$ cat src/csr_pkg.sv
// shared CSR definitions with addresses, widths, operation encoding,
// request bundle and performance event strobes
package csr_pkg;

  //////////////////////////////////////////////////
  // widths and basic types
  //////////////////////////////////////////////////

  typedef logic [11:0] csr_addr_t;
  typedef logic [31:0] csr_data_t;
  typedef logic [5:0]  cause_t;     // bit 5 marks an interrupt
  typedef logic [23:0] tvec_t;      // upper part of the trap vector

  localparam int N_PERF_EVENTS = 8;
  localparam int PCCR_IDX_W    = 5;  // counter index inside 780h..79Fh

  typedef logic [N_PERF_EVENTS-1:0] perf_sel_t;  // one bit per event

  // CSR access operation
  typedef enum logic [1:0] {
    CSR_OP_NONE  = 2'b00,
    CSR_OP_WRITE = 2'b01,
    CSR_OP_SET   = 2'b10,
    CSR_OP_CLEAR = 2'b11
  } csr_op_e;

  //////////////////////////////////////////////////
  // addresses and field positions
  //////////////////////////////////////////////////

  localparam csr_addr_t CSR_MSTATUS   = 12'h300;
  localparam csr_addr_t CSR_MTVEC     = 12'h305;
  localparam csr_addr_t CSR_MEPC      = 12'h341;
  localparam csr_addr_t CSR_MCAUSE    = 12'h342;
  localparam csr_addr_t CSR_MHARTID   = 12'hF14;
  localparam csr_addr_t CSR_PCER      = 12'h7A0;
  localparam csr_addr_t CSR_PCMR      = 12'h7A1;
  localparam csr_addr_t CSR_PCCR_BASE = 12'h780;
  localparam csr_addr_t CSR_PCCR_ALL  = 12'h79F;  // writes every counter

  localparam int         MSTATUS_MIE_BIT   = 3;
  localparam int         MSTATUS_MPIE_BIT  = 7;
  localparam int         MSTATUS_MPP_LSB   = 11;
  localparam logic [1:0] MSTATUS_MPP_VALUE = 2'b11;  // machine mode only

  localparam logic [1:0] MTVEC_MODE = 2'b01;
  localparam logic [1:0] PCMR_RESET = 2'b11;  // enabled and saturating

  // access request as seen by both register blocks
  typedef struct packed {
    csr_addr_t addr;
    csr_data_t wdata;  // data with set/clear already applied
    logic      we;
    csr_op_e   op;     // raw operation
  } csr_req_t;

  // event strobes with cycle in the lsb so it lands on counter 0
  typedef struct packed {
    logic branch_taken;
    logic jump;
    logic store;
    logic load;
    logic imiss;
    logic ld_stall;
    logic instr;
    logic cycle;
  } perf_events_t;

endpackage

$ cat src/csr_access_unit.sv
// CSR access unit with read data select, set/clear merge and write strobe
module csr_access_unit (
  input  logic               csr_access_i,
  input  csr_pkg::csr_addr_t csr_addr_i,
  input  csr_pkg::csr_data_t csr_wdata_i,
  input  csr_pkg::csr_op_e   csr_op_i,
  input  csr_pkg::csr_data_t trap_rdata_i,
  input  csr_pkg::csr_data_t perf_rdata_i,
  input  logic               perf_hit_i,
  output csr_pkg::csr_req_t  req_o,
  output csr_pkg::csr_data_t csr_rdata_o
);
  import csr_pkg::*;

  logic      perf_sel;
  csr_data_t rdata_sel;
  csr_data_t wdata_merged;
  logic      we;

  //////////////////////////////////////////////////
  // read data
  //////////////////////////////////////////////////

  // perf block only claims an address during a real access
  assign perf_sel  = csr_access_i & perf_hit_i;
  assign rdata_sel = perf_sel ? perf_rdata_i : trap_rdata_i;

  assign csr_rdata_o = rdata_sel;

  //////////////////////////////////////////////////
  // write data
  //////////////////////////////////////////////////

  always_comb begin
    wdata_merged = csr_wdata_i;
    we           = 1'b1;

    unique case (csr_op_i)
      CSR_OP_WRITE: wdata_merged = csr_wdata_i;
      CSR_OP_SET:   wdata_merged = csr_wdata_i | rdata_sel;
      CSR_OP_CLEAR: wdata_merged = (~csr_wdata_i) & rdata_sel;
      CSR_OP_NONE: begin
        wdata_merged = csr_wdata_i;
        we           = 1'b0;  // read only
      end
      default: ;
    endcase
  end

  assign req_o = '{
    addr:  csr_addr_i,
    wdata: wdata_merged,
    we:    we,
    op:    csr_op_i
  };

endmodule

$ cat src/csr_trap_regs.sv
// machine trap state with mstatus, mepc, mcause, trap entry and mret,
// plus the read-only mtvec and mhartid
module csr_trap_regs (
  input  logic               clk,
  input  logic               rst_n,
  input  csr_pkg::csr_req_t  req_i,
  input  logic [3:0]         core_id_i,
  input  logic [5:0]         cluster_id_i,
  input  logic [30:0]        boot_addr_i,
  input  csr_pkg::csr_data_t pc_if_i,
  input  csr_pkg::csr_data_t pc_id_i,
  input  csr_pkg::csr_data_t pc_ex_i,
  input  logic               csr_save_if_i,
  input  logic               csr_save_id_i,
  input  logic               csr_save_ex_i,
  input  logic               csr_save_cause_i,
  input  logic               csr_restore_mret_i,
  input  csr_pkg::cause_t    csr_cause_i,
  output csr_pkg::csr_data_t rdata_o,
  output csr_pkg::csr_data_t mepc_o,
  output csr_pkg::tvec_t     mtvec_o,
  output logic               m_irq_enable_o
);
  import csr_pkg::*;

  logic      mie_q, mie_n;
  logic      mpie_q, mpie_n;
  csr_data_t mepc_q, mepc_n;
  cause_t    mcause_q, mcause_n;
  csr_data_t exception_pc;
  tvec_t     mtvec;

  assign mtvec = boot_addr_i[30:7];  // upper bits of {boot_addr, 0}

  //////////////////////////////////////////////////
  // read decode
  //////////////////////////////////////////////////

  always_comb begin
    rdata_o = '0;
    case (req_i.addr)
      CSR_MSTATUS: begin
        rdata_o[MSTATUS_MIE_BIT]        = mie_q;
        rdata_o[MSTATUS_MPIE_BIT]       = mpie_q;
        rdata_o[MSTATUS_MPP_LSB +: 2]   = MSTATUS_MPP_VALUE;
      end
      CSR_MTVEC:   rdata_o = {mtvec, 6'h0, MTVEC_MODE};
      CSR_MEPC:    rdata_o = mepc_q;
      CSR_MCAUSE:  rdata_o = {mcause_q[5], 26'h0, mcause_q[4:0]};
      CSR_MHARTID: rdata_o = {21'h0, cluster_id_i, 1'b0, core_id_i};
      default: ;
    endcase
  end

  // PC to save defaults to the ID stage
  always_comb begin
    exception_pc = pc_id_i;
    if (csr_save_if_i)
      exception_pc = pc_if_i;
    else if (csr_save_ex_i)
      exception_pc = pc_ex_i;
    else if (csr_save_id_i)
      exception_pc = pc_id_i;
  end

  //////////////////////////////////////////////////
  // next state
  //////////////////////////////////////////////////

  always_comb begin
    mie_n    = mie_q;
    mpie_n   = mpie_q;
    mepc_n   = mepc_q;
    mcause_n = mcause_q;

    if (req_i.we) begin
      case (req_i.addr)
        CSR_MSTATUS: begin
          mie_n  = req_i.wdata[MSTATUS_MIE_BIT];
          mpie_n = req_i.wdata[MSTATUS_MPIE_BIT];
        end
        CSR_MEPC:   mepc_n   = req_i.wdata;
        CSR_MCAUSE: mcause_n = {req_i.wdata[31], req_i.wdata[4:0]};
        default: ;
      endcase
    end

    // trap controller overrides any CSR write
    if (csr_save_cause_i) begin
      mpie_n   = mie_q;
      mie_n    = 1'b0;
      mepc_n   = exception_pc;
      mcause_n = csr_cause_i;
    end else if (csr_restore_mret_i) begin
      mie_n  = mpie_q;
      mpie_n = 1'b1;
    end
  end

  always_ff @(posedge clk or negedge rst_n) begin
    if (!rst_n) begin
      mie_q    <= 1'b0;
      mpie_q   <= 1'b0;
      mepc_q   <= '0;
      mcause_q <= '0;
    end else begin
      mie_q    <= mie_n;
      mpie_q   <= mpie_n;
      mepc_q   <= mepc_n;
      mcause_q <= mcause_n;
    end
  end

  assign mepc_o         = mepc_q;
  assign mtvec_o        = mtvec;
  assign m_irq_enable_o = mie_q;  // always in machine mode

endmodule

$ cat src/csr_perf_counters.sv
// performance counters with event qualification, PCER/PCMR and one
// saturating counter per event
module csr_perf_counters (
  input  logic               clk,
  input  logic               rst_n,
  input  logic               csr_access_i,
  input  csr_pkg::csr_req_t  req_i,
  input  logic               id_valid_i,
  input  logic               is_decoding_i,
  input  logic               ld_stall_i,
  input  logic               imiss_i,
  input  logic               pc_set_i,
  input  logic               mem_load_i,
  input  logic               mem_store_i,
  input  logic               jump_i,
  input  logic               branch_i,
  input  logic               branch_taken_i,
  output csr_pkg::csr_data_t rdata_o,
  output logic               hit_o
);
  import csr_pkg::*;

  perf_events_t                    events;
  logic                            id_valid_q;
  perf_sel_t                       inc, inc_q;
  perf_sel_t                       pcer_q, pcer_n;
  logic [1:0]                      pcmr_q, pcmr_n;
  csr_data_t [N_PERF_EVENTS-1:0]   cnt_q, cnt_n;
  logic                            is_pcer, is_pcmr, is_pccr, pccr_all;
  logic [PCCR_IDX_W-1:0]           pccr_idx;

  //////////////////////////////////////////////////
  // event strobes
  //////////////////////////////////////////////////

  assign events.cycle        = 1'b1;
  assign events.instr        = id_valid_i & is_decoding_i;
  assign events.ld_stall     = ld_stall_i & id_valid_q;
  assign events.imiss        = imiss_i & ~pc_set_i;  // no jump/branch refetch
  assign events.load         = mem_load_i;
  assign events.store        = mem_store_i;
  assign events.jump         = jump_i & id_valid_q;
  assign events.branch_taken = branch_i & branch_taken_i & id_valid_q;

  assign inc = perf_sel_t'(events) & pcer_q & {N_PERF_EVENTS{pcmr_q[0]}};

  //////////////////////////////////////////////////
  // address decode and read
  //////////////////////////////////////////////////

  always_comb begin
    is_pcer  = 1'b0;
    is_pcmr  = 1'b0;
    is_pccr  = 1'b0;
    pccr_all = 1'b0;
    pccr_idx = req_i.addr[PCCR_IDX_W-1:0];
    rdata_o  = '0;
    if (csr_access_i) begin
      if (req_i.addr == CSR_PCER) begin
        is_pcer                      = 1'b1;
        rdata_o[N_PERF_EVENTS-1:0]   = pcer_q;
      end
      if (req_i.addr == CSR_PCMR) begin
        is_pcmr      = 1'b1;
        rdata_o[1:0] = pcmr_q;
      end
      if (req_i.addr[11:PCCR_IDX_W] == CSR_PCCR_BASE[11:PCCR_IDX_W]) begin
        is_pccr  = 1'b1;
        pccr_all = (req_i.addr == CSR_PCCR_ALL);
        if (pccr_idx < N_PERF_EVENTS)
          rdata_o = cnt_q[pccr_idx];  // 79Fh itself reads zero
      end
    end
  end

  assign hit_o = is_pcer | is_pcmr | is_pccr;

  //////////////////////////////////////////////////
  // register updates
  //////////////////////////////////////////////////

  // PCER/PCMR take the merged data with set/clear already applied
  assign pcer_n = (is_pcer && req_i.we) ? req_i.wdata[N_PERF_EVENTS-1:0] : pcer_q;
  assign pcmr_n = (is_pcmr && req_i.we) ? req_i.wdata[1:0] : pcmr_q;

  always_comb begin
    for (int i = 0; i < N_PERF_EVENTS; i++) begin
      cnt_n[i] = cnt_q[i];
      // hold at all-ones when saturating
      if (inc_q[i] && ((cnt_q[i] != '1) || !pcmr_q[1]))
        cnt_n[i] = cnt_q[i] + 32'd1;
      // a CSR write beats the increment
      if (is_pccr && req_i.we && (pccr_all || pccr_idx == PCCR_IDX_W'(i))) begin
        unique case (req_i.op)
          CSR_OP_SET:   cnt_n[i] = cnt_q[i] | req_i.wdata;
          CSR_OP_CLEAR: cnt_n[i] = cnt_q[i] & req_i.wdata;  // wdata = ~data & rdata
          default:      cnt_n[i] = req_i.wdata;
        endcase
      end
    end
  end

  always_ff @(posedge clk or negedge rst_n) begin
    if (!rst_n) begin
      id_valid_q <= 1'b0;
      inc_q      <= '0;
      pcer_q     <= '0;
      pcmr_q     <= PCMR_RESET;
      cnt_q      <= '0;
    end else begin
      id_valid_q <= id_valid_i;
      inc_q      <= inc;
      pcer_q     <= pcer_n;
      pcmr_q     <= pcmr_n;
      cnt_q      <= cnt_n;
    end
  end

endmodule

$ cat src/csr_file.sv
// machine-mode CSR file top with access unit, trap registers and perf counters
module csr_file (
  input  logic               clk,
  input  logic               rst_n,
  input  logic [3:0]         core_id_i,
  input  logic [5:0]         cluster_id_i,
  input  logic [30:0]        boot_addr_i,
  input  logic               csr_access_i,
  input  csr_pkg::csr_addr_t csr_addr_i,
  input  csr_pkg::csr_data_t csr_wdata_i,
  input  csr_pkg::csr_op_e   csr_op_i,
  output csr_pkg::csr_data_t csr_rdata_o,
  input  csr_pkg::csr_data_t pc_if_i,
  input  csr_pkg::csr_data_t pc_id_i,
  input  csr_pkg::csr_data_t pc_ex_i,
  input  logic               csr_save_if_i,
  input  logic               csr_save_id_i,
  input  logic               csr_save_ex_i,
  input  logic               csr_save_cause_i,
  input  logic               csr_restore_mret_i,
  input  csr_pkg::cause_t    csr_cause_i,
  output csr_pkg::csr_data_t mepc_o,
  output csr_pkg::tvec_t     mtvec_o,
  output logic               m_irq_enable_o,
  input  logic               id_valid_i,
  input  logic               is_decoding_i,
  input  logic               ld_stall_i,
  input  logic               imiss_i,
  input  logic               pc_set_i,
  input  logic               mem_load_i,
  input  logic               mem_store_i,
  input  logic               jump_i,
  input  logic               branch_i,
  input  logic               branch_taken_i
);
  import csr_pkg::*;

  csr_req_t  req;
  csr_data_t trap_rdata;
  csr_data_t perf_rdata;
  logic      perf_hit;

  csr_access_unit u_access (
    .csr_access_i (csr_access_i),
    .csr_addr_i   (csr_addr_i),
    .csr_wdata_i  (csr_wdata_i),
    .csr_op_i     (csr_op_i),
    .trap_rdata_i (trap_rdata),
    .perf_rdata_i (perf_rdata),
    .perf_hit_i   (perf_hit),
    .req_o        (req),
    .csr_rdata_o  (csr_rdata_o)
  );

  csr_trap_regs u_trap (
    .clk                (clk),
    .rst_n              (rst_n),
    .req_i              (req),
    .core_id_i          (core_id_i),
    .cluster_id_i       (cluster_id_i),
    .boot_addr_i        (boot_addr_i),
    .pc_if_i            (pc_if_i),
    .pc_id_i            (pc_id_i),
    .pc_ex_i            (pc_ex_i),
    .csr_save_if_i      (csr_save_if_i),
    .csr_save_id_i      (csr_save_id_i),
    .csr_save_ex_i      (csr_save_ex_i),
    .csr_save_cause_i   (csr_save_cause_i),
    .csr_restore_mret_i (csr_restore_mret_i),
    .csr_cause_i        (csr_cause_i),
    .rdata_o            (trap_rdata),
    .mepc_o             (mepc_o),
    .mtvec_o            (mtvec_o),
    .m_irq_enable_o     (m_irq_enable_o)
  );

  csr_perf_counters u_perf (
    .clk            (clk),
    .rst_n          (rst_n),
    .csr_access_i   (csr_access_i),
    .req_i          (req),
    .id_valid_i     (id_valid_i),
    .is_decoding_i  (is_decoding_i),
    .ld_stall_i     (ld_stall_i),
    .imiss_i        (imiss_i),
    .pc_set_i       (pc_set_i),
    .mem_load_i     (mem_load_i),
    .mem_store_i    (mem_store_i),
    .jump_i         (jump_i),
    .branch_i       (branch_i),
    .branch_taken_i (branch_taken_i),
    .rdata_o        (perf_rdata),
    .hit_o          (perf_hit)
  );

endmodule

$ cat config.mk
export PLATFORM = sky130hd
export DESIGN_NAME = csr_file
export DESIGN_NICKNAME = d
export VERILOG_FILES = /design/src/csr_pkg.sv /design/src/csr_access_unit.sv /design/src/csr_trap_regs.sv /design/src/csr_perf_counters.sv /design/src/csr_file.sv
export SDC_FILE = /design/constraint.sdc
export NUM_CORES = 1
export LEC_CHECK = 0
export BUFFER_PORTS_ARGS = -buffer_cell sky130_fd_sc_hd__buf_2
export CAP_MARGIN = 20
export CORE_MARGIN = 1.5
export CORE_UTILIZATION = 46
export CTS_BUF_LIST = sky130_fd_sc_hd__clkbuf_16
export DETAILED_ROUTE_END_ITERATION = 10
export GPL_TIMING_DRIVEN = 0
export PLACE_DENSITY = 0.74
export SLEW_MARGIN = 0
export SYNTH_ARGS = -nofsm -noshare
export SYNTH_HDL_FRONTEND = slang
export SYNTH_HIERARCHICAL = 1
export SYNTH_SLANG_ARGS = --single-unit
export TNS_END_PERCENT = 20
$ cat constraint.sdc
create_clock -name clk -period 4.25 [get_ports clk]
set_clock_uncertainty 0.05 [all_clocks]
set_input_delay 0.6375 -clock clk [delete_from_list [all_inputs] [get_ports clk]]
set_output_delay 0.6375 -clock clk [all_outputs]
set_load 0.1 [all_outputs]
Word level (Yosys, flattened, before mapping)
Index checks and enable logic that the tools add are counted. W data, S select, Z words.

Reduce and logical (&&, ||, !) cells: 53. Eq/ne operators: 29. Order comparisons: 2. $add $sub $neg: 8. Bitwise gates (word level): 31. Multiplexer cells: 65.

Operator list (count): $mux W32 (26); $pmux W32 S2 (8); $and A32 B32 Y32 (9); $or A32 B32 Y32 (9); $add A32 B1 Y32 const B (8); $ne A32 B32 Y1 const B (8); $bmux W32 S3 (1); $pmux W32 S3 (1); $pmux W19 S3 (1); $eq A12 B10 Y1 const B (4); $eq A12 B11 Y1 const B (3); $not A32 Y32 (1); $eq A5 B3 Y1 const B (4); $reduce_bool A2 Y1 (10); $logic_and A1 B1 Y1 (19); $mux W6 (3); $pmux W3 S3 (2); $mux W1 (17); $and A8 B8 Y8 (2); $logic_or A1 B1 Y1 (16); $eq A12 B12 Y1 const B (1); $pmux W3 S4 (1); $eq A5 B2 Y1 const B (2); $lt A5 B4 Y1 const B (2); other kinds (20) (30).

Output and inout port bits: 89. Logic and storage cells: 204. Bits in registers: 315. Input port bits: 207.

Depth between registers and ports, before layout
Gate-level depths: netlist (run 1).

Depth after elaboration: 13. Mapped depth: 16. Gate-level depth less buffers: 12.

Hierarchy
Netlist (run 1), hierarchy kept.

Modules (own cells, without submodules): csr_perf_counters (area each 19453.7 um2, sequential area each 6884.1 um2, instances 1, cells each 2194); csr_trap_regs (area each 3329.4 um2, sequential area each 1001.0 um2, instances 1, cells each 383); csr_access_unit (area each 1169.9 um2, sequential area each 0.0 um2, instances 1, cells each 123).

Worst setup path before layout (run 1)
OpenSTA, ideal clock, no wires.

Kind: input -> register. Start point: input port csr_addr_i[0]. End point: register u_perf/cnt_q[97] (netlist bit). Setup time: 0.126 ns. Buffers on the path: 4. Stages: 14. Arrival: 4.031 ns. Required time: 4.074 ns. Setup slack: 0.043 ns. Cells stage by stage: buf_4 > buf_2 > buf_1 > mux4_2 > mux2i_1 > o22ai_1 > and2_1 > mux2_4 > a22o_1 > or2_2 > clkbuf_1 > o21ai_0 > nor2_1 > a221o_1.

RTL lines: from (decl) (RTL line csr_file.sv:9) `input csr_pkg::csr_addr_t csr_addr_i,`; to (signal assigned) (RTL line csr_perf_counters.sv:115) `cnt_q <= cnt_n;`; to (decl) (RTL line csr_perf_counters.sv:28) `csr_data_t [N_PERF_EVENTS-1:0] cnt_q, cnt_n;`.

Worst setup path in the final report (run 1)
Start point: input port csr_op_i[1]. End point: register u_perf/cnt_q[2] (netlist bit).

Elaborated cells between the ends (all ways): 14. Those cells by class: eq/ne: 3; mux: 4; bitwise: 2; reduce/logical: 5.

RTL lines: from (decl) (RTL line csr_file.sv:11) `input csr_pkg::csr_op_e csr_op_i,`; $logic_not A2 Y1 (*) (RTL line csr_access_unit.sv:38) `unique case (csr_op_i)`; $mux W1 (*) (RTL line csr_access_unit.sv:38); via u_access.we (RTL line csr_access_unit.sv:18) `logic we;`; $logic_and A1 B1 Y1 (*) (2 in series) (RTL line csr_perf_counters.sv:93) `if (is_pccr && req_i.we && (pccr_all || pccr_idx == PCCR_IDX_W'(i))) begin`; $mux W32 or $reduce_bool A2 Y1 (tied branches).

Mark *: on every way through the listed nets, which the timed path passes. The rest lies on a longest branch. A chain may end at the register's enable or synchronous reset.

==> results.md, run 1 <==
- Leakage power total: 11.29 nW
- Count of boundary I/O pins: 296
- Dominant synthesized flop cell: sky130_fd_sc_hd__dfrtp_1
- Post-route cell area: 28030 um2
- Syn-to-layout area delta: 17.02%
- Count of buffering cells on the critical path with inverters included: 6
- Power per cell area: 305.8 nW/um2
- Std-Cell Rows: 83
- Post-detailed-route count of antenna-violating nets: 0
- Overall fraction of global-route tracks in use: 46.70%
- Internal Dissipation: 5.803 mW
- CP cell instances: buf_2, clkbuf_1, or2_2, buf_4, nand3b_1, nor3_1, buf_1, nand2_1, clkbuf_1, clkbuf_1, o22ai_1, a21oi_1
- Worst setup slack after placement: -1.783 ns
- Final Wtd Congestion: 1.091
- Share of the clock period used by the worst path: 102.0%
- Unrepaired setup endpoints after global routing: true
- Area of the multi-input gates: 14760 um2
- Via count of the first global-routing pass: 25.83k
- Area enclosed by the die boundary: 53450 um2
- Worst voltage drop across the vdd grid: 0.0002573 V
- Post-layout min period: 4.335 ns
- Transition time of the tightest slew-check pin: 1.316 ns
- Cell count after placement: 3663
- Worst path top cell family by delay: buffers and inverters
- Maximum buffer depth of the clock tree: 3
- Critical Path Slowest Stage Cell: sky130_fd_sc_hd__buf_1
- Area of all sequential standard cells: 7885 um2
- Number of vias per cell: 7.252
- Syn Nets: 2915
- Vertical die dimension: 231.2 um
- Nature of the critical path endpoint: flip-flop
- Vias post-DR: 27.17k
- Clock network power share: 45.8%
- Required time reported for the critical path endpoint: 4.66 ns
- CTS tree: built
- Worst hold-check path type: input port to flip-flop
- Final Core Density: 54.53%
- Wire length of the first global-routing pass: 179900 um
- Total count of hold-check failures in the final report: 0
- Cells after synthesis: 2700
- Cell depth of the worst flop-to-flop path: 11
- Count of nets after finishing: 3242
- Violated checks: negative setup slack
- Total Neg Setup Slack: -0.3637 ns
- CP arrival: 4.75 ns
- Die X: 231.2 um
- Mean post-synth cell area: 8.871 um2
- Startpoint of the most critical register-to-register path: u_perf/pcmr_q[1]
- Crit-path max cell delay: 0.88 ns
- Sinks on Clock Net: 315
- Core footprint: 51410 um2
- Worst slew margin relative to its limit: 12.26%
- Initial Utilization: 46.60%
- Number of buffers added for setup after CTS: 0
- CP Launch Point: csr_op_i[1]
- Max-cap violations: 0
- Half-perimeter wire length of the detailed placement result: 101300 um
- Net switching share of the total power: 32.30%
- Sequential cell area fraction in the yosys report: 32.92%
- Drt first-iter violations: 3897
- Post-Route Hold Slack: 0.1343 ns
- FF-to-FF setup slack: 0.43 ns
- Congestion Overflow GR: 0
- Antenna violations before repair: 7
- Input/output buffers: 273
- Switching power of the nets: 2.768 mW
- Combined area of all synthesized cells: 23950 um2
- Number of buffers created by CTS: 42
- Clock latency of the later-clocked register in the worst-skew pair: 0.59 ns
- Number of fillers in the final layout: 4823
- Number of standard cells in the layout, taps in and fillers out: 3746
- Power share of the sequential group: 36.6%
- Synth warn: 6
- Element type at the critical path start: input port
- Power Total: 8.571 mW
- Minimum setup slack in the final design: -0.08538 ns
- Share of synthesized flip-flops with an asynchronous set or reset: 100.0%
- Count of pins over their slew limit: 0
- Result of the run: finished, violations left
- Total placed instance area: 26340 um2
- Maximum number of pins on one net before global-route repair: 110
- Share of total power in combinational logic: 17.7%
- Register bit total from synthesis: 315
- Total DRC errors in the routed layout: 0
- Routed WL: 127400 um
- Highest achievable clock rate: 0.2307 GHz
- Maximum level of the CTS H-tree: 2
- CP Capture Point: u_perf/cnt_q[2]
- Instance count on the critical path: 12
- Detailed-route wire length per cell: 34.00 um
- Most prevalent standard cell on the critical path: sky130_fd_sc_hd__clkbuf_1
- Share of final-layout standard cells stronger than drive strength 1: 21.99%
- Post-synthesis cell type count: 99
- Initial DRT Pass Iterations: 9
- Root buf cell: sky130_fd_sc_hd__clkbuf_16
- Category of the critical setup timing path: input port to flip-flop
- EDFF count, synth: 0
- Reg-to-reg critical path endpoint: u_perf/cnt_q[97]
- Final-report setup violation count: 9
- Clock transition at path regs: 0.06 ns
- Worst-path fanout max: 11
## logic make-up (layout without fill, tap and decap cells)
logic type	Yosys count	after routing	synth area share, %
DFF	315	315	32.92
and+or+nand+nor	1053	1053	23.27
buffers and inverters	296	656	5.845
muxes	170	170	11.42
other	0	6	0
xor gates and xnor gates	10	10	0.3656
adders and majority gates	8	8	0.4179
AOI/OAI and AO/OA	848	848	25.76
## worst min-delay path by stage
stage / slack (ns) / cells after the start / endpoint / start
2_1_floorplan: 0.29 / 0 / u_perf/cnt_q[0] / rst_n
3_3_place_gp: 0.44 / 1 / u_perf/inc_q[0] / u_perf/pcer_q[0]
3_5_place_dp: 0.46 / 1 / u_trap/mepc_o[30] / u_trap/mepc_o[30]
4_1_cts: 0.12 / 1 / u_perf/id_valid_q / id_valid_i
5_1_grt: 0.12 / 1 / u_perf/id_valid_q / id_valid_i
6_report: 0.13 / 1 / u_perf/id_valid_q / id_valid_i
## layout make-up
| type | instances | share of cell area, % |
|---|---|---|
| inverters | 66 | 0.8839 |
| plain buffers | 225 | 4.147 |
| clock buffers | 43 | 3.839 |
| clock inverters | 34 | 1.460 |
| flip-flops and latches | 315 | 28.13 |
| repair buffers | 288 | 5.785 |
| multi-input cells | 2089 | 52.67 |
| well taps | 680 | 3.035 |
| diodes | 6 | 0.05357 |
## cell usage after synthesis, types with 23 or more instances
cell	instances	area, um2
sky130_fd_sc_hd__a211oi_1	86	645.6
sky130_fd_sc_hd__a21o_1	30	225.2
sky130_fd_sc_hd__a21oi_1	137	685.7
sky130_fd_sc_hd__a221oi_1	94	823.3
sky130_fd_sc_hd__a22o_1	60	525.5
sky130_fd_sc_hd__a31oi_1	31	193.9
sky130_fd_sc_hd__and2_1	46	287.8
sky130_fd_sc_hd__and3_1	69	431.7
sky130_fd_sc_hd__and4_1	30	262.8
sky130_fd_sc_hd__buf_1	23	86.33
sky130_fd_sc_hd__buf_2	25	125.1
sky130_fd_sc_hd__buf_4	41	307.8
sky130_fd_sc_hd__clkbuf_1	130	488.0
sky130_fd_sc_hd__dfrtp_1	313	7833
sky130_fd_sc_hd__inv_1	65	244.0
sky130_fd_sc_hd__mux2_1	30	337.8
sky130_fd_sc_hd__mux2_2	34	382.9
sky130_fd_sc_hd__mux2_4	30	450.4
sky130_fd_sc_hd__mux4_2	63	1419
sky130_fd_sc_hd__nand2_1	275	1032
sky130_fd_sc_hd__nand3_1	107	535.5
sky130_fd_sc_hd__nand4_1	66	412.9
sky130_fd_sc_hd__nor2_1	156	585.6
sky130_fd_sc_hd__nor2b_1	75	469.2
sky130_fd_sc_hd__nor3_1	68	340.3
sky130_fd_sc_hd__nor4_1	32	200.2
sky130_fd_sc_hd__o211ai_1	39	292.8
sky130_fd_sc_hd__o21ai_0	110	550.5
sky130_fd_sc_hd__o221ai_1	53	464.2
sky130_fd_sc_hd__o22ai_1	47	294.0
sky130_fd_sc_hd__or2_2	27	168.9
sky130_fd_sc_hd__or3_1	28	175.2
## power groups by stage
stage	registers (mW)	clock network (mW)	logic, mW
detailed placement	3.18	0	1.45
floorplan	3.49	0	0.560
global route	3.14	4.05	1.54
finish	3.13	3.93	1.51
CTS	3.13	3.93	1.46
global placement	3.18	0	1.43
## routing by layer
| layer | part of all wire [%] | GRT usage, % | vias up | routed length (um) |
|---|---|---|---|---|
| li1 | - | - | 11190 | - |
| met1 | 35 | 55.58 | 13250 | 44390 |
| met2 | 45 | 73.41 | 2242 | 56880 |
| met3 | 12 | 12.66 | 487 | 15590 |
| met4 | 8.2 | 32.50 | 0 | 10510 |
| met5 | 0 | 0 | - | 0 |
## cells in the final DEF, fill, tap and decap left out, types with 34 or more instances in the layout
| cell type | netlist | final |
|---|---|---|
| sky130_fd_sc_hd__o221ai_1 | 53 | 53 |
| sky130_fd_sc_hd__dfrtp_1 | 313 | 313 |
| sky130_fd_sc_hd__o211ai_1 | 39 | 39 |
| sky130_fd_sc_hd__nor2_1 | 156 | 149 |
| sky130_fd_sc_hd__a221oi_1 | 94 | 94 |
| sky130_fd_sc_hd__and2_1 | 46 | 43 |
| sky130_fd_sc_hd__nor2b_1 | 75 | 75 |
| sky130_fd_sc_hd__a22o_1 | 60 | 58 |
| sky130_fd_sc_hd__mux2_2 | 34 | 34 |
| sky130_fd_sc_hd__a211oi_1 | 86 | 86 |
| sky130_fd_sc_hd__a21oi_1 | 137 | 122 |
| sky130_fd_sc_hd__clkbuf_1 | 130 | 118 |
| sky130_fd_sc_hd__o22ai_1 | 47 | 47 |
| sky130_fd_sc_hd__and3_1 | 69 | 69 |
| sky130_fd_sc_hd__nand3_1 | 107 | 107 |
| sky130_fd_sc_hd__clkbuf_16 | 0 | 43 |
| sky130_fd_sc_hd__nand2_1 | 275 | 273 |
| sky130_fd_sc_hd__nand4_1 | 66 | 66 |
| sky130_fd_sc_hd__o21ai_0 | 110 | 110 |
| sky130_fd_sc_hd__buf_2 | 25 | 279 |
| sky130_fd_sc_hd__nor3_1 | 68 | 68 |
| sky130_fd_sc_hd__inv_1 | 65 | 71 |
| sky130_fd_sc_hd__mux4_2 | 63 | 63 |
| sky130_fd_sc_hd__buf_4 | 41 | 67 |
## registers in the layout, summed over array words and instances, names as in the netlist
| signal | cells |
|---|---|
| u_perf/id_valid_q | 1 |
| u_trap/m_irq_enable_o | 1 |
| u_perf/pcmr_q | 2 |
| u_perf/inc_q | 8 |
| u_perf/cnt_q | 256 |
| u_perf/pcer_q | 8 |
| u_trap/mpie_q | 1 |
| u_trap/mepc_o | 32 |
| u_trap/mcause_q | 6 |
## what timing repair did
action,4_1_cts,5_1_grt
endpoints found under the hold margin,46,0
hold buffers,1,0
gates resized for setup,47,33
endpoints found under the setup margin,309,144
No activity file was read; power rests on OpenSTA's default activity.
==> inputs of run 2 (changes only) <==
--- a/config.mk
+++ b/config.mk
@@ -8,5 +8,5 @@
 export BUFFER_PORTS_ARGS = -buffer_cell sky130_fd_sc_hd__buf_2
 export CAP_MARGIN = 20
-export CORE_MARGIN = 1.5
+export CORE_MARGIN = 2
 export CORE_UTILIZATION = 46
 export CTS_BUF_LIST = sky130_fd_sc_hd__clkbuf_16
==> constraint.sdc (replaced) <==
create_clock -name clk -period 4.25 [get_ports clk]
set_clock_uncertainty 0.05 [all_clocks]
set_input_delay 0.2125 -clock clk [delete_from_list [all_inputs] [get_ports clk]]
set_output_delay 0.2125 -clock clk [all_outputs]
set_load 0.05 [all_outputs]
==> run 2 against run 1 <==
Against the previous run: the flow still finishes with violations (negative setup slack); count of clock-buffer cells in the layout fell by 1; setup slack improved by 0.032 ns; register-to-register slack improved by 0.03 ns; routed wire length rose by 0.13%; sequential cell count did not move; global-route usage fell by 0.26 points; sequential share of layout area rose by 0.054 points; cell count rose by 0.53%; critical endpoint is now u_perf/cnt_q[133]; largest cell class unchanged.
==> results.md, run 2 (synthesis results as in run 1) <==
- Number of standard cells in the layout, taps in and fillers out: 3766 (was 3746)
- Worst slew margin relative to its limit: 20.09% (was 12.26%)
- Cell depth of the worst flop-to-flop path: 11 (unchanged)
- Clock transition at path regs: 0.06 ns (about the same)
- Number of buffers created by CTS: 41 (was 42)
- Nature of the critical path endpoint: flip-flop (unchanged)
- Root buf cell: sky130_fd_sc_hd__clkbuf_16 (unchanged)
- Final Wtd Congestion: 1.063 (was 1.091)
- Vias post-DR: 27.28k (was 27.17k)
- Cell count after placement: 3661 (was 3663)
- Wire length of the first global-routing pass: 180400 um (was 179900 um)
- CP Capture Point: u_perf/cnt_q[133] (was u_perf/cnt_q[2])
- Initial Utilization: 46.60% (unchanged)
- Half-perimeter wire length of the detailed placement result: 101200 um (was 101300 um)
- Top layer in use: met5 (was met4)
- Unrepaired setup endpoints after global routing: false (was true)
- Count of pins over their slew limit: 0 (unchanged)
- Commonest non-fill, non-tap cells in the layout: 313 x sky130_fd_sc_hd__dfrtp_1, 300 x sky130_fd_sc_hd__buf_2, 275 x sky130_fd_sc_hd__nand2_1 (was 313 x sky130_fd_sc_hd__dfrtp_1, 279 x sky130_fd_sc_hd__buf_2, 273 x sky130_fd_sc_hd__nand2_1)
- Result of the run: finished, violations left (unchanged)
- Leakage power total: 11.31 nW (was 11.29 nW)
- Sinks on Clock Net: 315 (unchanged)
- Post-detailed-route count of antenna-violating nets: 0 (unchanged)
- Share of final-layout standard cells stronger than drive strength 1: 20.84% (was 21.99%)
- Reg with most FFs: u_perf/cnt_q (unchanged)
- Syn-to-layout area delta: 16.79% (was 17.02%)
- Most common library cell in the layout ignoring fill and taps: sky130_fd_sc_hd__dfrtp_1 (unchanged)
- Overall fraction of global-route tracks in use: 46.44% (was 46.70%)
- Maximum number of pins on one net before global-route repair: 110 (unchanged)
- Drt first-iter violations: 4165 (was 3897)
- Die X: 232.2 um (was 231.2 um)
- Total count of hold-check failures in the final report: 0 (unchanged)
- Post-layout min period: 4.303 ns (was 4.335 ns)
- Area enclosed by the die boundary: 53910 um2 (was 53450 um2)
- Highest achievable clock rate: 0.2324 GHz (was 0.2307 GHz)
- Violated checks: negative setup slack (unchanged)
- Initial DRT Pass Iterations: 6 (was 9)
- Routed WL: 127500 um (was 127400 um)
- Max-cap violations: 0 (unchanged)
- Vertical die dimension: 232.2 um (was 231.2 um)
- Count of nets after finishing: 3266 (was 3242)
- Antenna violations before repair: 14 (was 7)
- Clock latency of the later-clocked register in the worst-skew pair: 0.58 ns (was 0.59 ns)
- Worst voltage drop across the vdd grid: 0.0002716 V (was 0.0002573 V)
- Required time reported for the critical path endpoint: 4.67 ns (was 4.66 ns)
- Startpoint of the most critical register-to-register path: u_perf/cnt_q[1] (was u_perf/pcmr_q[1])
- Element type at the critical path start: input port (unchanged)
- Core footprint: 51410 um2 (unchanged)
- Worst hold-check path type: input port to flip-flop (unchanged)
- Total DRC errors in the routed layout: 0 (unchanged)
- Category of the critical setup timing path: input port to flip-flop (unchanged)
- Maximum buffer depth of the clock tree: 3 (unchanged)
- Final-report setup violation count: 1 (was 9)
- CP arrival: 4.73 ns (was 4.75 ns)
- Input/output buffers: 273 (unchanged)
- Maximum level of the CTS H-tree: 2 (unchanged)
- Minimum setup slack in the final design: -0.05299 ns (was -0.08538 ns)
- WL met3: 15840 um (was 15590 um)
- Congestion Overflow GR: 0 (unchanged)
- Post-Route Hold Slack: 0.02113 ns (was 0.1343 ns)
- FF-to-FF setup slack: 0.46 ns (was 0.43 ns)
- Power per cell area: 290.1 nW/um2 (was 305.8 nW/um2)
- Std-Cell Rows: 83 (unchanged)
- Count of boundary I/O pins: 296 (unchanged)
- Detailed-route wire length per cell: 33.86 um (was 34.00 um)
- Transition time of the tightest slew-check pin: 1.168 ns (was 1.316 ns)
- Largest register FFs: 256 (unchanged)
- CP Launch Point: csr_addr_i[1] (was csr_op_i[1])
- Worst-path fanout max: 10 (was 11)
- Routed metal-1 wire length: 43840 um (was 44390 um)
- Number of buffers added for setup after CTS: 0 (unchanged)
- Hold Startpoint: pc_if_i[0] (was id_valid_i)
- Share of the clock period used by the worst path: 101.2% (was 102.0%)
- Via count of the first global-routing pass: 26.09k (was 25.83k)
- Reg-to-reg critical path endpoint: u_perf/cnt_q[97] (unchanged)
- Number of vias per cell: 7.243 (was 7.252)
- Worst setup slack after placement: -1.379 ns (was -1.783 ns)
- CTS tree: built (unchanged)
- Met2 WL post-DR: 57320 um (was 56880 um)
[run 2: layer usage]
layer,track usage (%),up-vias
met2,73.17,2273
met4,32.57,4
met5,0,-
li1,-,11240
met1,54.53,13260
met3,13.20,497
[run 2: critical path, stage by stage]
cell	delay (ns)
sky130_fd_sc_hd__buf_4	0.13
sky130_fd_sc_hd__clkbuf_1	0.36
sky130_fd_sc_hd__clkbuf_2	0.44
sky130_fd_sc_hd__buf_1	0.69
sky130_fd_sc_hd__mux4_2	0.43
sky130_fd_sc_hd__nand2_1	0.07
sky130_fd_sc_hd__a21oi_1	0.31
sky130_fd_sc_hd__a21oi_1	0.11
sky130_fd_sc_hd__nor2b_1	0.26
sky130_fd_sc_hd__mux2_4	0.21
sky130_fd_sc_hd__a22o_1	0.41
sky130_fd_sc_hd__nand2_1	0.41
sky130_fd_sc_hd__o221a_2	0.42
sky130_fd_sc_hd__a221oi_1	0.22
[run 2: area by class of cell]
class	instances	area (um2)
clock inverter	31	316.6
inverter	66	247.7
buffer	229	1162
antenna	5	12.51
timing repair buffer	309	1772
tap	680	850.8
sequential	315	7885
clock buffer	42	1051
fill	4741	23430
multi-input combinational	2089	14680
[run 2: power by group]
part	total [mW]	leakage (nW)	internal [mW]	switching, mW
clock	3.69	0.691	2.16	1.53
combinational	1.29	6.54	0.363	0.931
sequential	3.13	4.09	3.06	0.0681
total	8.12	11.3	5.58	2.53
[run 2: repair_timing]
| item | CTS | global route |
|---|---|---|
| resized for setup | 6 | 14 |
| hold buffers | 22 | 0 |
| pin swaps | 0 | 0 |
| setup endpoints to repair | 224 | 96 |
| endpoints found under the hold margin | 122 | 0 |
[run 2: through the flow]
stage,area (um2),TNS (ns),total power [mW],utilization [%]
floorplan,23950,0,3.831,-
global route,27970,0,8.287,54.42
detailed placement,26310,-218.38,4.402,51.18
CTS,27910,0,8.068,54.29
finish,27980,-0.05299,8.117,54.42
global placement,26170,-1351.21,4.380,50.91
[run 2: worst min-delay path by stage]
stage                              to  slack (ns)  cells past startpoint
finish               u_trap/mepc_o[0]        0.02                      4
global route         u_trap/mepc_o[4]        0.01                      3
CTS                 u_trap/mepc_o[20]       0.003                      4
detailed placement   u_perf/cnt_q[69]        0.29                      1
global placement    u_perf/id_valid_q        0.28                      1
floorplan             u_perf/cnt_q[0]       -0.13                      0
